<file path="src/common/dma_macros.svh">
`ifndef DMA_MACROS_SVH
`define DMA_MACROS_SVH

// Word address width, addresses count 64-bit words
`define DMA_ADDR_W 24

// Data word width
`define DMA_DATA_W 64

// Length register width in words
`define DMA_LEN_W 16

// Longest burst in words
// Bursts never cross a multiple of this
`define DMA_BURST_LEN 8

// Data FIFO entries per channel, also depth of the grant-order FIFO
`define DMA_FIFO_DEPTH 16

`define DMA_N_CHAN 2    // Read channels sharing the memory port

`endif

</file>
<file path="src/common/dma_pkg.sv">
`include "dma_macros.svh"

package dma_pkg;

	// Burst request towards memory
	typedef struct packed {
		logic [`DMA_ADDR_W-1:0]          addr;    // First word address
		logic [$clog2(`DMA_BURST_LEN):0] len;     // 1 to DMA_BURST_LEN words
	} mem_req_t;

	// One beat of read data
	typedef struct packed {
		logic [`DMA_DATA_W-1:0] data;
		logic                   last;             // Final beat of a burst
	} mem_rsp_t;

	// Register write on the config port
	typedef struct packed {
		logic [1:0]             index;
		logic [`DMA_ADDR_W-1:0] value;
	} cfg_wr_t;

	// Register map
	localparam logic [1:0] REG_ADDR = 2'd0;   // Start word address
	localparam logic [1:0] REG_LEN  = 2'd1;   // Transfer length in words
	localparam logic [1:0] REG_GO   = 2'd2;   // Value ignored

endpackage

</file>
<file path="src/dma/dma_fifo.sv">
module dma_fifo #(
	parameter type T     = logic,
	parameter int  DEPTH = 16
) (
	input  logic                       clk,
	input  logic                       arst_n,
	input  logic                       push,
	input  T                           push_data,
	input  logic                       pop,
	output T                           pop_data,
	output logic                       empty,
	output logic [$clog2(DEPTH+1)-1:0] free
);
	localparam int PTR_W = (DEPTH > 1) ? $clog2(DEPTH) : 1;
	localparam int CNT_W = $clog2(DEPTH + 1);

	T                 mem [DEPTH];
	logic [PTR_W-1:0] wr_ptr;
	logic [PTR_W-1:0] rd_ptr;
	logic [CNT_W-1:0] count;
	logic             do_push;
	logic             do_pop;

	function automatic logic [PTR_W-1:0] next_ptr(input logic [PTR_W-1:0] p);
		return (p == PTR_W'(DEPTH - 1)) ? '0 : p + 1'b1;
	endfunction

	assign do_push  = push && (count != CNT_W'(DEPTH));    // Full FIFO drops the push
	assign do_pop   = pop && (count != '0);
	assign empty    = (count == '0);
	assign free     = CNT_W'(DEPTH) - count;
	assign pop_data = mem[rd_ptr];                          // Show-ahead read

	always_ff @(posedge clk) begin
		if (do_push)
			mem[wr_ptr] <= push_data;
	end

	always_ff @(posedge clk or negedge arst_n) begin
		if (!arst_n) begin
			wr_ptr <= '0;
			rd_ptr <= '0;
			count  <= '0;
		end else begin
			if (do_push)
				wr_ptr <= next_ptr(wr_ptr);
			if (do_pop)
				rd_ptr <= next_ptr(rd_ptr);
			case ({do_push, do_pop})
				2'b10:   count <= count + 1'b1;
				2'b01:   count <= count - 1'b1;
				default: count <= count;
			endcase
		end
	end

endmodule

</file>
<file path="src/dma/dma_read_channel.sv">
`include "dma_macros.svh"

module dma_read_channel (
	input  logic                   clk,
	input  logic                   arst_n,
	input  logic                   cfg_req,
	input  dma_pkg::cfg_wr_t       cfg_wr,
	output logic                   cfg_ack,
	output logic                   burst_req,
	output dma_pkg::mem_req_t      burst,
	input  logic                   burst_ack,
	input  logic                   rsp_valid,
	input  dma_pkg::mem_rsp_t      rsp,
	output logic                   out_req,
	output logic [`DMA_DATA_W-1:0] out_data,
	input  logic                   out_ack,
	output logic                   busy
);
	localparam int BURST  = `DMA_BURST_LEN;
	localparam int DEPTH  = `DMA_FIFO_DEPTH;
	localparam int LEN_W  = `DMA_LEN_W;
	localparam int OFF_W  = $clog2(BURST);
	localparam int BLEN_W = $clog2(BURST) + 1;
	localparam int CNT_W  = $clog2(DEPTH + 1);

	logic [`DMA_ADDR_W-1:0] addr_q;
	logic [LEN_W-1:0]       len_q;
	logic [`DMA_ADDR_W-1:0] iss_addr;     // Next burst address
	logic [LEN_W-1:0]       iss_left;     // Words not yet requested
	logic [LEN_W-1:0]       out_left;     // Words not yet handed out
	logic [CNT_W-1:0]       reserved;     // Requested but not yet in the FIFO
	logic [CNT_W-1:0]       free;
	logic                   empty;
	logic                   pop;
	dma_pkg::mem_rsp_t      head;
	logic [BLEN_W-1:0]      to_bound;
	logic [BLEN_W-1:0]      blen;
	logic                   issue;
	logic                   cfg_take;
	logic                   go;

	// Register port
	assign cfg_take = cfg_req && !cfg_ack;
	assign go       = cfg_take && !busy && (cfg_wr.index == dma_pkg::REG_GO) && (len_q != '0);

	always_ff @(posedge clk or negedge arst_n) begin
		if (!arst_n)
			cfg_ack <= 1'b0;
		else if (cfg_take)
			cfg_ack <= 1'b1;
		else if (!cfg_req)
			cfg_ack <= 1'b0;
	end

	always_ff @(posedge clk or negedge arst_n) begin
		if (!arst_n) begin
			addr_q <= '0;
			len_q  <= '0;
		end else if (cfg_take && !busy) begin     // Acked but ignored when busy
			case (cfg_wr.index)
				dma_pkg::REG_ADDR: addr_q <= cfg_wr.value;
				dma_pkg::REG_LEN:  len_q  <= cfg_wr.value[LEN_W-1:0];
				default: ;
			endcase
		end
	end

	// Burst size up to the next BURST boundary
	assign to_bound = BLEN_W'(BURST) - BLEN_W'(iss_addr[OFF_W-1:0]);
	assign blen     = (iss_left < LEN_W'(to_bound)) ? BLEN_W'(iss_left) : to_bound;

	// Only ask when a full burst fits beside what is already promised
	assign issue = busy && (iss_left != '0) && !burst_req && !burst_ack &&
		((free - reserved) >= CNT_W'(BURST));

	always_ff @(posedge clk or negedge arst_n) begin
		if (!arst_n) begin
			busy      <= 1'b0;
			burst_req <= 1'b0;
			iss_addr  <= '0;
			iss_left  <= '0;
			out_left  <= '0;
		end else if (go) begin
			busy     <= 1'b1;
			iss_addr <= addr_q;
			iss_left <= len_q;
			out_left <= len_q;
		end else if (busy) begin
			if (issue) begin
				burst_req <= 1'b1;
			end else if (burst_req && burst_ack) begin
				burst_req <= 1'b0;
				iss_addr  <= iss_addr + `DMA_ADDR_W'(burst.len);
				iss_left  <= iss_left - LEN_W'(burst.len);
			end
			if (out_req && out_ack)
				out_left <= out_left - 1'b1;
			// Done once the last word's ack has dropped
			if (out_left == '0 && !out_req && !out_ack && !burst_req && !burst_ack)
				busy <= 1'b0;
		end
	end

	always_ff @(posedge clk) begin
		if (issue)
			burst <= '{addr: iss_addr, len: blen};
	end

	always_ff @(posedge clk or negedge arst_n) begin
		if (!arst_n)
			reserved <= '0;
		else
			reserved <= reserved + (issue ? CNT_W'(blen) : CNT_W'(0))
				- (rsp_valid ? CNT_W'(1) : CNT_W'(0));
	end

	dma_fifo #(
		.T     (dma_pkg::mem_rsp_t),
		.DEPTH (DEPTH)
	) data_fifo_i (
		.clk       (clk),
		.arst_n    (arst_n),
		.push      (rsp_valid),
		.push_data (rsp),
		.pop       (pop),
		.pop_data  (head),
		.empty     (empty),
		.free      (free)
	);

	// Output stream, next word once the previous ack is gone
	assign pop = busy && !out_req && !out_ack && !empty;

	always_ff @(posedge clk or negedge arst_n) begin
		if (!arst_n)
			out_req <= 1'b0;
		else if (pop)
			out_req <= 1'b1;
		else if (out_req && out_ack)
			out_req <= 1'b0;
	end

	always_ff @(posedge clk) begin
		if (pop)
			out_data <= head.data;
	end

endmodule

</file>
<file path="config.mk">
export PLATFORM = sky130hd
export DESIGN_NAME = dma_read_channel
export DESIGN_NICKNAME = d
export VERILOG_FILES = /design/src/common/dma_pkg.sv /design/src/dma/dma_fifo.sv /design/src/dma/dma_read_channel.sv
export VERILOG_INCLUDE_DIRS = /design/src /design/src/common
export SDC_FILE = /design/constraint.sdc
export NUM_CORES = 1
export LEC_CHECK = 0
export BUFFER_PORTS_ARGS = -buffer_cell sky130_fd_sc_hd__buf_2
export CAP_MARGIN = 5
export CORE_MARGIN = 5
export CORE_UTILIZATION = 24
export CTS_CLUSTER_SIZE = 12
export DETAILED_ROUTE_END_ITERATION = 10
export SLEW_MARGIN = 30
export SYNTH_ARGS = -nofsm -noshare
export SYNTH_HDL_FRONTEND = slang
export SYNTH_SLANG_ARGS = --single-unit
</file>
<file path="constraint.sdc">
create_clock -name clk -period 14.2 [get_ports clk]
set_clock_uncertainty 0.1 [all_clocks]
set_input_delay 0 -clock clk [delete_from_list [all_inputs] [get_ports clk]]
set_output_delay 0 -clock clk [all_outputs]
set_load 0.005 [all_outputs]
</file>
---- Word-level counts from Yosys, hierarchy flattened ----
Memory sizes are Yosys's and may differ from the RTL's. A register that Yosys moved wholly into a read port is not among the register bits.
Cells that the tools add are included.
word-level totals
  bits in registers ....................... 146
  memory bits (writable) .................. 1,040
  memories ................................ 1
  word-level logic and storage cells ...... 111
  output and inout port bits .............. 96
  input port bits ......................... 97
cells by class
  add/sub/neg operators ................... 12
  muxes and demuxes ....................... 28
  eq/ne operators ......................... 9
  bitwise logic cells ..................... 1
  magnitude comparators ................... 2
  reduce and logical (&&, ||, !) cells .... 43
memory list
  name             words  bits a word  rd ports  clocked after memory_dff  write ports  line            text
  data_fifo_i.mem  16     65           1         1                         1            dma_fifo.sv:17  T mem [DEPTH];
operators with widths
  kind                                                                    number
  16-bit 2-to-1 mux                                                       7
  24-bit 2-to-1 mux                                                       4
  16-bit nonzero test                                                     2
  24-bit by 4-bit adder with 24-bit output                                1
  1-bit logical AND                                                       19
  16-bit zero test                                                        1
  16-bit by 4-bit less-than comparator with 1-bit output                  1
  4-bit 2-to-1 mux                                                        4
  16-bit by 1-bit subtractor with 16-bit output (second input constant)   1
  16-bit by 4-bit subtractor with 16-bit output                           1
  1-bit 2-to-1 mux                                                        12
  2-bit nonzero test                                                      6
  5-bit one-hot mux with 2 select lines                                   1
  4-bit by 1-bit adder with 4-bit output (second input constant)          2
  4-bit == test (second input constant)                                   2
  1-bit zero test                                                         7
  2-bit AND reduction                                                     3
  3-bit AND reduction                                                     2
  5-bit by 1-bit adder with 5-bit output (second input constant)          1
  5-bit by 4-bit adder with 5-bit output                                  1
  5-bit by 4-bit >= comparator with 1-bit output (second input constant)  1
  5-bit zero test                                                         1
  5-bit inequality test (second input constant)                           1
  5-bit nonzero test                                                      1
  10 further kinds                                                        13

---- Depth between registers and ports, before layout ----
Gate-level depths: netlist of the first run.
  depth after elaboration ................. 8
  depth in mapped cells ................... 17

---- Hierarchy ----
From an unflattened synthesis of the first run, not the netlist that was laid out.
unflattened totals
  cell total of the unflattened synthesis .. 2,509
  area, all modules ....................... 49,107.1 um^2
modules (own cells, without submodules)
  module            times used  area an instance (um^2)  cells an instance  sequential area each (um^2)
  dma_fifo          1           40,462.6                 1,840              31,555.3
  dma_read_channel  1           8,644.5                  669                5,390.2

---- Least setup slack after synthesis of the first run ----
Ideal clock, no wire load.
  kind .................................... register to register
  start point ............................. register data_fifo_i.count[1]
  end point ............................... register data_fifo_i.count[4]
  path slack .............................. 7.132 ns
  setup time .............................. 0.124 ns
  period minus slack after synthesis ...... 7.068 ns
  buffers on the path ..................... 0
  stages on the path, launching flop included .. 11
  data required time ...................... 13.976 ns
  arrival time ............................ 6.844 ns
  path through ............................ dfrtp_1 nor4_1 a2111oi_2 ha_1 inv_1 fa_1 nor2b_1 o21ai_0 nand3_1 or3b_2 xnor2_1
on the way
  longest elaborated chain between the ends .. 6
RTL lines
  item                                                                                line                     text
  start: declaration                                                                  dma_fifo.sv:20           logic [CNT_W-1:0] count;
  start signal: assignment                                                            dma_fifo.sv:50           2'b10: count <= count + 1'b1;
  start signal: assignment                                                            dma_fifo.sv:51           2'b01: count <= count - 1'b1;
  start signal: assignment                                                            dma_fifo.sv:52           default: count <= count;
  5-bit zero test                                                                     dma_fifo.sv:30           assign empty = (count == '0);
  1-bit zero test                                                                     dma_read_channel.sv:132  assign pop = busy && !out_req && !out_ack && !empty;
  1-bit logical AND                                                                   dma_read_channel.sv:132
  1-bit logical AND *                                                                 dma_fifo.sv:29           assign do_pop = pop && (count != '0);
  net data_fifo_i.do_pop                                                              dma_fifo.sv:22           logic do_pop;
  2-bit by 1-bit == test with 1-bit output / 2-bit == test (equally long branches)    dma_fifo.sv:49           case ({do_push, do_pop})
  5-bit one-hot mux with 2 select lines / 2-bit nonzero test (equally long branches)  --
Mark *: on every way through the listed nets, which the timed path passes. The rest lies on a longest branch.
A chain may end at the register's enable or synchronous reset.

==> results of run 1 <==
final timing paths:
path,slack (ns),from,to,cells after the start
worst max-delay path,10.04,data_fifo_i.rd_ptr[0]$_DFFE_PN0P_,out_data[41]$_DFFE_PP_,8
worst min-delay path,0.08,rsp[33],data_fifo_i.mem[9][33]$_DFFE_PP_,2
worst max register to register,10.04,data_fifo_i.rd_ptr[0]$_DFFE_PN0P_,out_data[41]$_DFFE_PP_,8
worst min register to register,0.38,addr_q[16]$_DFFE_PN0P_,iss_addr[16]$_DFFE_PN0P_,2
max in group asynchronous,12.99,arst_n,data_fifo_i.rd_ptr[3]$_DFFE_PN0P_,4
min in group asynchronous,0.25,arst_n,iss_addr[2]$_DFFE_PN0P_,4
synth_stat cells, drive strengths merged, types with 3 or more instances:
| master | number |
|---|---|
| edfxtp | 1116 |
| mux2i | 196 |
| o21ai | 170 |
| nand2 | 134 |
| mux4 | 128 |
| dfrtp | 118 |
| mux2 | 106 |
| clkbuf | 83 |
| a21oi | 80 |
| a22oi | 71 |
| a221oi | 64 |
| buf | 54 |
| inv | 45 |
| nor2 | 41 |
| ha | 37 |
| nand3 | 32 |
| xnor2 | 16 |
| nor3 | 14 |
| o211ai | 14 |
| nor4 | 12 |
| xor2 | 12 |
| or4 | 11 |
| a31oi | 10 |
| and3 | 10 |
| nand4 | 10 |
| a221o | 9 |
| a21o | 8 |
| nand2b | 8 |
| o311ai | 7 |
| or3 | 6 |
| fa | 5 |
| and2 | 4 |
| o31a | 4 |
| or2 | 4 |
| nor2b | 3 |
| nor3b | 3 |
sequential cells by signal (all words and copies together), names as in the netlist:
name                flops
out_data               64
out_req                 1
burst                  28
data_fifo_i.wr_ptr      4
data_fifo_i.count       5
iss_addr               24
len_q                  16
busy                    1
reserved                5
burst_req               1
iss_left               16
cfg_ack                 1
data_fifo_i.mem      1024
out_left               16
addr_q                 24
data_fifo_i.rd_ptr      4
area by class of cell:
cell class | count | area (um2) | area share [%]
antenna | 15 | 37.54 | 0.06453
timing repair buffer | 380 | 2835 | 4.874
sequential | 1234 | 36480 | 62.71
multi-input combinational | 1255 | 11370 | 19.54
inverter | 45 | 168.9 | 0.2904
clock inverter | 44 | 519.2 | 0.8927
clock buffer | 174 | 3440 | 5.913
tap | 2656 | 3323 | 5.713
per-layer routing:
| layer | vias to the layer above | wire length [um] | GRT usage (%) |
|---|---|---|---|
| met5 | - | 35 | 0 |
| met4 | 8 | 2122 | 2.606 |
| met3 | 168 | 8305 | 2.658 |
| met2 | 764 | 58810 | 18.85 |
| met1 | 13690 | 54650 | 15.51 |
| li1 | 11510 | - | - |
kinds of logic after synthesis:
kind of cell,after synthesis,share of synthesized area (%)
fa+ha+maj,42,1.163
mux,430,12.47
simple gates,299,2.974
flops,1234,75.30
xor+xnor,28,0.5064
buf+inv,182,1.535
compound gates,456,6.059
stage by stage:
step | hold slack (ns) | utilization (%) | std cells | total power, mW
6_report | 0.08419 | 29.04 | 5803 | 11.28
5_1_grt | 0.05895 | 29.03 | 5791 | 11.89
4_1_cts | 0.01072 | 29.01 | 5787 | 11.44
3_5_place_dp | -0.0003821 | 26.37 | 5438 | 8.153
3_3_place_gp | -0.01258 | 26.33 | 5435 | 8.088
2_1_floorplan | -0.3956 | - | 2671 | 6.993
power groups by stage:
stage | Clock [mW] | Combinational [mW] | Sequential [mW]
3_3_place_gp | 0 | 3.15 | 4.94
2_1_floorplan | 0 | 2.17 | 4.83
6_report | 3.22 | 3.18 | 4.88
5_1_grt | 3.46 | 3.50 | 4.93
3_5_place_dp | 0 | 3.20 | 4.95
4_1_cts | 3.31 | 3.25 | 4.88
cells in the final DEF, fill, tap and decap left out, drive strengths merged, types with 10 or more instances in the layout:
cell	n
edfxtp	1116
ha	37
and3	10
xor2	12
diode	15
inv	53
nor3	14
o21ai	170
clkbuf	174
nor2	41
xnor2	16
a31oi	10
nand3	32
dfrtp	118
clkinv	26
or4	11
mux2	106
mux4	128
a221oi	64
nand2	134
o211ai	14
buf	250
a22oi	71
nand4	10
nor4	12
a21oi	80
dlygate4sd3	130
mux2i	196
critical path, delay by kind of cell (launching register included):
kind	cells	cell delay (ns)
simple gates	1	0.09
flops	1	0.89
mux	1	0.41
buf+inv	3	1.58
compound gates	3	0.48
what timing repair did:
item | in CTS | in global routing
endpoints found under the setup margin | 0 | 0
setup buffers | 0 | 0
hold buffers | 131 | 0
endpoints found under the hold margin | 1277 | 0
==> key figures, run 1 <==
Pwr
  – Sw power: between 3 and 4 mW
  – Leakage power total: 19.60 nW
  – Clock power share: 28.6%
  – Switching Share: 31.87%
  – Reg power frac: between 40% and 50%
  – Internal: 7.683 mW
  – Worst VDD drop: around 0.14 mV
  – Combinational share of power: approximately 28%
  – Power per Cell Area: approximately 190 mW/mm2

Timing
  – Worst slew pin tran: 1.013 ns
  – Tcrit/Tclk final: 29.32%
  – Final setup fails: 0
  – Tmin final: around 4.2 ns
  – Setup tns final: 0 ns
  – Fin worst setup slack: 10.04 ns
  – Max Freq: 240.2 MHz
  – Unrepaired setup endpoints after global routing: no
  – Hold Vio Cnt, Final: 0
  – Final slew viol count: 0
  – Max-Slew Margin vs Limit: between 30 and 40%

Floorplanning
  – Die Height: ~460 um
  – Row count: 164
  – Die area: between 0.2 and 0.25 mm2
  – Placeable Area: 0.2003 mm2
  – IO Count: 193
  – Initial Utilization: about 24%
  – Die Width: 459.2 um

Layout
  – Layout Area Growth over Synthesis: 20.11%
  – Filler cells: 19860
  – Final instance area: approximately 0.058 mm2
  – Layout cells sized above 1: 21.74%
  – Final nets: 3186

Route
  – Routed Antenna Nets: 0
  – Vias per Instance: around 4.5
  – Avg WL per Cell: 21.35 um
  – Pre-antenna DRT Iters: 7
  – Detailed-route via count: 26140
  – DRC Markers: 0
  – Final WL: 123.9 mm
  – Initial drt markers: 2270

Synth
  – Synth area leader: edfxtp_1
  – Synthesized area: 0.04843 mm2
  – Dominant cells by area after synthesis: edfxtp_1, dfrtp_1, mux4_2
  – EDFF count, synth: roughly 1100
  – Share of flip-flops with an asynchronous set or reset: a little under a tenth
  – Synth Instances: 2671
  – Seq/Total Area, Yosys: 75.30%
  – Avg Cell Area, Syn: 18.13 um2
  – Top-area cell type share of the netlist area: 69.20%
  – Number of synthesized register bits: 1234
  – Top_reg_cell synth: edfxtp_1
  – Mapped Nets: roughly 2800
  – Distinct cells, synth: 64
  – YS warnings: 0

Critical path
  – WS Path Type: flip-flop to flip-flop
  – WP data required: roughly 15 ns
  – CP Cell Sequence: buf_12 > buf_16 > buf_12 > mux2_2 > o21ai_0 > a21oi_1 > a22oi_1 > nand2_1
  – CP Capture Type: flip-flop
  – Critical Path Fanout Max: 120
  – Most used cell, CP: buf_12
  – CP startpoint kind: flip-flop
  – Slowest-stage cell, CP: dfrtp_4
  – Arrival @ worst endpoint: 4.55 ns
  – Delay of the slowest cell on the worst path: 0.89 ns

CTS
  – CTS clk-pin slew, worst paths: 0.06 ns
  – Clock Path Buffers: 3
  – CTS Root Cell: clkbuf_16
  – CTS resizes: 0
  – TritonCTS Buffers: 131
  – H-tree Lvls: 4
  – Clk Latency, worst-skew pair: around 0.75 ns
  – Clk sinks: 1234
  – CTS tree: built

Place
  – DP Area: between 0.05 and 0.06 mm2
  – Dpl ws: 9.991 ns
  – GP Congestion: 0.7707
  – Number of port buffers: 191
  – Placed wire-length estimate: 65.20 mm

Hold path
  – Worst Hold Class: input port to flip-flop

Global routing
  – Vias in the first global route: 26630
  – Congestion Overflow GR: 0
  – Initial antenna violation count: 30
  – Global-route usage over all layers: a little under an eighth
  – First-pass GRT wire length: about 180 mm
  – Largest net degree at the start of global routing: 121

Status
  – Outcome: completed

Run
  – Max-cap violations: 0
(Power assumes the default switching activity.)
==> inputs of run 2 (changes only) <==
Settings changed: ABC_AREA from default to 1.
Clock period 14.2 ns to 3.7 ns, I/O delays scaled along.
==> run 2 against run 1 <==
Cell area up 1.7%. Critical path depth up 9. Clock power rose to 3.5 times the previous value. Sequential power rose to 3.8 times the previous value. Global-route usage up 0.42 points. Flip-flop and latch count unchanged. Register-to-register slack worse by 9.7 ns. Count of clock-buffer cells in the layout down 7. Via count up 23%. Power rose to 3.8 times the previous value. First-iteration DRC count up 36%. Critical path type unchanged. Critical endpoint is now reserved[4]$_DFF_PN0_.
==> key figures, run 2 <==
CTS
  – Clk sinks: 1234 (unchanged)
  – CTS Root Cell: clkbuf_16 (unchanged)
  – TritonCTS Buffers: 120 (was 131)
  – H-tree Lvls: 3 (was 4)
  – CTS tree: built (unchanged)
  – Clock Path Buffers: 3 (unchanged)
  – CTS clk-pin slew, worst paths: 0.06 ns (about the same)
  – Clk Latency, worst-skew pair: 0.77 ns (was 0.75 ns)

Timing
  – Tcrit/Tclk final: 91.66% (was 29.32%)
  – Hold Vio Cnt, Final: 0 (unchanged)
  – Fin worst setup slack: 0.3085 ns (was 10.04 ns)
  – Max Freq: 294.9 MHz (was 240.2 MHz)
  – Unrepaired setup endpoints after global routing: no (unchanged)
  – Max-Slew Margin vs Limit: 33.18% (was 32.47%)
  – Final slew viol count: 0 (unchanged)
  – Final setup fails: 0 (unchanged)
  – Tmin final: 3.391 ns (was 4.163 ns)
  – Setup tns final: 0 ns (unchanged)
  – Worst slew pin tran: 1.002 ns (was 1.013 ns)

Critical path
  – Delay of the slowest cell on the worst path: 0.47 ns (was 0.89 ns)
  – WP data required: 4.24 ns (was 14.58 ns)
  – CP Cell Sequence: ha_1 > inv_1 > ha_1 > inv_1 > fa_1 > xor2_1 > nand3_1 > nand2_1 > inv_2 > nand2_1 > ha_1 > inv_1 > ha_1 > inv_1 > fa_1 > o21ai_2 > xor2_1 (was buf_12 > buf_16 > buf_12 > mux2_2 > o21ai_0 > a21oi_1 > a22oi_1 > nand2_1)
  – Levels on crit path: 17 (was 8)
  – Critical Path Fanout Max: 5 (was 120)
  – Buffers plus inverters on the worst setup path: 5 (was 3)
  – WS Path Type: flip-flop to flip-flop (unchanged)
  – Arrival @ worst endpoint: 3.93 ns (was 4.55 ns)
  – CP startpoint kind: flip-flop (unchanged)
  – CP Capture Type: flip-flop (unchanged)
  – CP delay by family, top: adder cells (was buffers and inverters)
  – R2R depth: 17 (was 8)
  – Slowest-stage cell, CP: fa_1 (was dfrtp_4)

Synth
  – YS warnings: 0 (unchanged)
  – Synth area leader: edfxtp_1 (unchanged)
  – EDFF count, synth: 1116 (unchanged)
  – Synth Instances: 4079 (was 2671)
  – Distinct cells, synth: 34 (was 64)
  – Top_reg_cell synth: edfxtp_1 (unchanged)
  – Share of flip-flops with an asynchronous set or reset: 9.562% (unchanged)
  – Synth cell count leaders: edfxtp_1, nand2_1, nand3_1 (was edfxtp_1, mux2i_1, o21ai_0)
  – Most numerous cell in the Yosys netlist: edfxtp_1 (unchanged)
  – Dominant cells by area after synthesis: edfxtp_1, nand2_1, dfrtp_1 (was edfxtp_1, dfrtp_1, mux4_2)
  – Avg Cell Area, Syn: 12.28 um2 (was 18.13 um2)
  – Number of synthesized register bits: 1234 (unchanged)
  – Mapped Nets: 4218 (was 2810)
  – Top-area cell type share of the netlist area: 66.89% (was 69.20%)
  – Seq/Total Area, Yosys: 72.79% (was 75.30%)
  – Synthesized area: 0.05010 mm2 (was 0.04843 mm2)

Layout
  – Commonest cells after routing, fill and taps aside: edfxtp_1, nand2_1, nand3_1, o21ai_0, inv_1 (was edfxtp_1, mux2i_1, buf_2, o21ai_0, nand2_1)
  – Max FFs per register: 1024 (unchanged)
  – Commonest non-fill, non-tap cell in the layout: edfxtp_1 (unchanged)
  – Layout Area Growth over Synthesis: 18.07% (was 20.11%)
  – Multi-input gate area: 0.01159 mm2 (was 0.01137 mm2)
  – Filler cells: 21050 (was 19860)
  – Top Registers: data_fifo_i.mem x1024, out_data x64, burst x28 (unchanged)
  – Register area: 0.03648 mm2 (about the same)
  – Layout cells sized above 1: 9.941% (was 21.74%)
  – Biggest register: data_fifo_i.mem (unchanged)
  – Final nets: 4488 (was 3186)

Place
  – Dpl ws: 0.1820 ns (was 9.991 ns)
  – Placed wire-length estimate: 71.96 mm (was 65.20 mm)
  – Number of port buffers: 191 (unchanged)
  – GP Congestion: 0.7983 (was 0.7707)

Global routing
  – Congestion Overflow GR: 0 (unchanged)
  – Vias in the first global route: 30650 (was 26630)
  – First-pass GRT wire length: 199.3 mm (was 182.0 mm)
  – M1 GR Usage: 16.72% (was 15.51%)
  – Initial antenna violation count: 29 (was 30)
  – Met2 usage: 18.89% (was 18.85%)
  – Global-route usage over all layers: 11.90% (was 11.48%)
  – Largest net degree at the start of global routing: 205 (was 121)
  – Gr busiest metal: met2 (unchanged)
  – Met3 Use GR: 2.502% (was 2.658%)

Route
  – DRC Markers: 0 (unchanged)
  – Final WL: 133.9 mm (was 123.9 mm)
  – Routed Antenna Nets: 0 (unchanged)
  – Pre-antenna DRT Iters: 8 (was 7)
  – Avg WL per Cell: 18.56 um (was 21.35 um)
  – Detailed-route via count: 32090 (was 26140)
  – Initial drt markers: 3095 (was 2270)
  – Vias per Instance: 4.447 (was 4.505)

Run
  – Max-cap violations: 0 (unchanged)

Status
  – Outcome: completed (unchanged)

Floorplanning
  – Die area: 0.2180 mm2 (was 0.2109 mm2)
  – Row count: 167 (was 164)
  – Die Height: 466.9 um (was 459.2 um)
  – Die Width: 466.9 um (was 459.2 um)
  – Placeable Area: 0.2075 mm2 (was 0.2003 mm2)
  – IO Count: 193 (unchanged)
  – Initial Utilization: 24.15% (was 24.18%)

Pwr
  – Leakage power total: 20.66 nW (was 19.60 nW)
  – Power per Cell Area: 717.0 mW/mm2 (was 193.9 mW/mm2)
  – Worst VDD drop: 0.8897 mV (was 0.1428 mV)
  – Total power: 42.41 mW (was 11.28 mW)

Hold path
  – Worst Hold Class: input port to flip-flop (unchanged)
  – Hold depth: 4 (was 2)
run 2: area by class of cell:
class                           instances  area share, %
Tap cell                             2788          5.898
Timing Repair Buffer                  374          5.138
Clock buffer                          167          5.494
Clock inverter                         22         0.4886
Multi-Input combinational cell       2363          19.60
Inverter                              256          1.665
Antenna cell                           11        0.04654
Sequential cell                      1234          61.67
run 2: through the flow:
step / hold slack [ns] / cell area, um2 / utilization (%) / cells
3_3_place_gp: -0.03882 / 54310 / 26.17 / 6892
3_5_place_dp: -0.03613 / 54340 / 26.19 / 6893
6_report: 0.05168 / 59150 / 28.51 / 7215
5_1_grt: 0.02463 / 59120 / 28.49 / 7204
4_1_cts: 0.001647 / 59100 / 28.49 / 7203
2_1_floorplan: -0.3956 / 50100 / - / 4079
run 2: worst paths after layout:
check,slack (ns),startpoint,end
min,0.05,cfg_wr[4],len_q[4]$_DFFE_PN0P_
max,0.31,reserved[1]$_DFF_PN0_,reserved[4]$_DFF_PN0_
max in group asynchronous,2.75,arst_n,iss_addr[15]$_DFFE_PN0P_
max reg2reg,0.31,reserved[1]$_DFF_PN0_,reserved[4]$_DFF_PN0_
min reg2reg,0.37,addr_q[7]$_DFFE_PN0P_,iss_addr[7]$_DFFE_PN0P_
min in group asynchronous,0.26,arst_n,data_fifo_i.count[0]$_DFFE_PN0P_
run 2: per-layer routing:
| metal | part of all wire [%] | up-vias |
|---|---|---|
| li1 | - | 15070 |
| met1 | 45 | 15830 |
| met2 | 46 | 978 |
| met3 | 7.0 | 206 |
| met4 | 2.1 | 4 |
| met5 | 0.020 | - |
run 2: worst min-delay path, stage by stage:
cell and delay, ns:
dlygate4sd3_1 0.52, buf_2 0.10, inv_1 0.06, o21ai_0 0.16
run 2: power breakdown:
part,leakage (nW),total [mW],switching [mW],internal (mW)
combinational,7.36,12.4,8.57,3.87
clock,1.70,11.4,5.18,6.21
sequential,11.6,18.6,1.05,17.5
run 2: timing repair:
item                                   in CTS  in global routing
gates resized for setup                     0                  4
hold buffers                              121                  0
setup buffers                               0                  1
endpoints found under the hold margin    1251                  0
setup endpoints to repair                   0                  1
run 2: cell families after synthesis:
logic type	Yosys count	synth area share (%)
AOI/OAI and AO/OA	582	6.508
xor gates and xnor gates	27	0.4720
and+or+nand+nor	1704	14.61
buffers and inverters	482	4.321
muxes	8	0.1798
adders and majority gates	42	1.124
DFF	1234	72.79
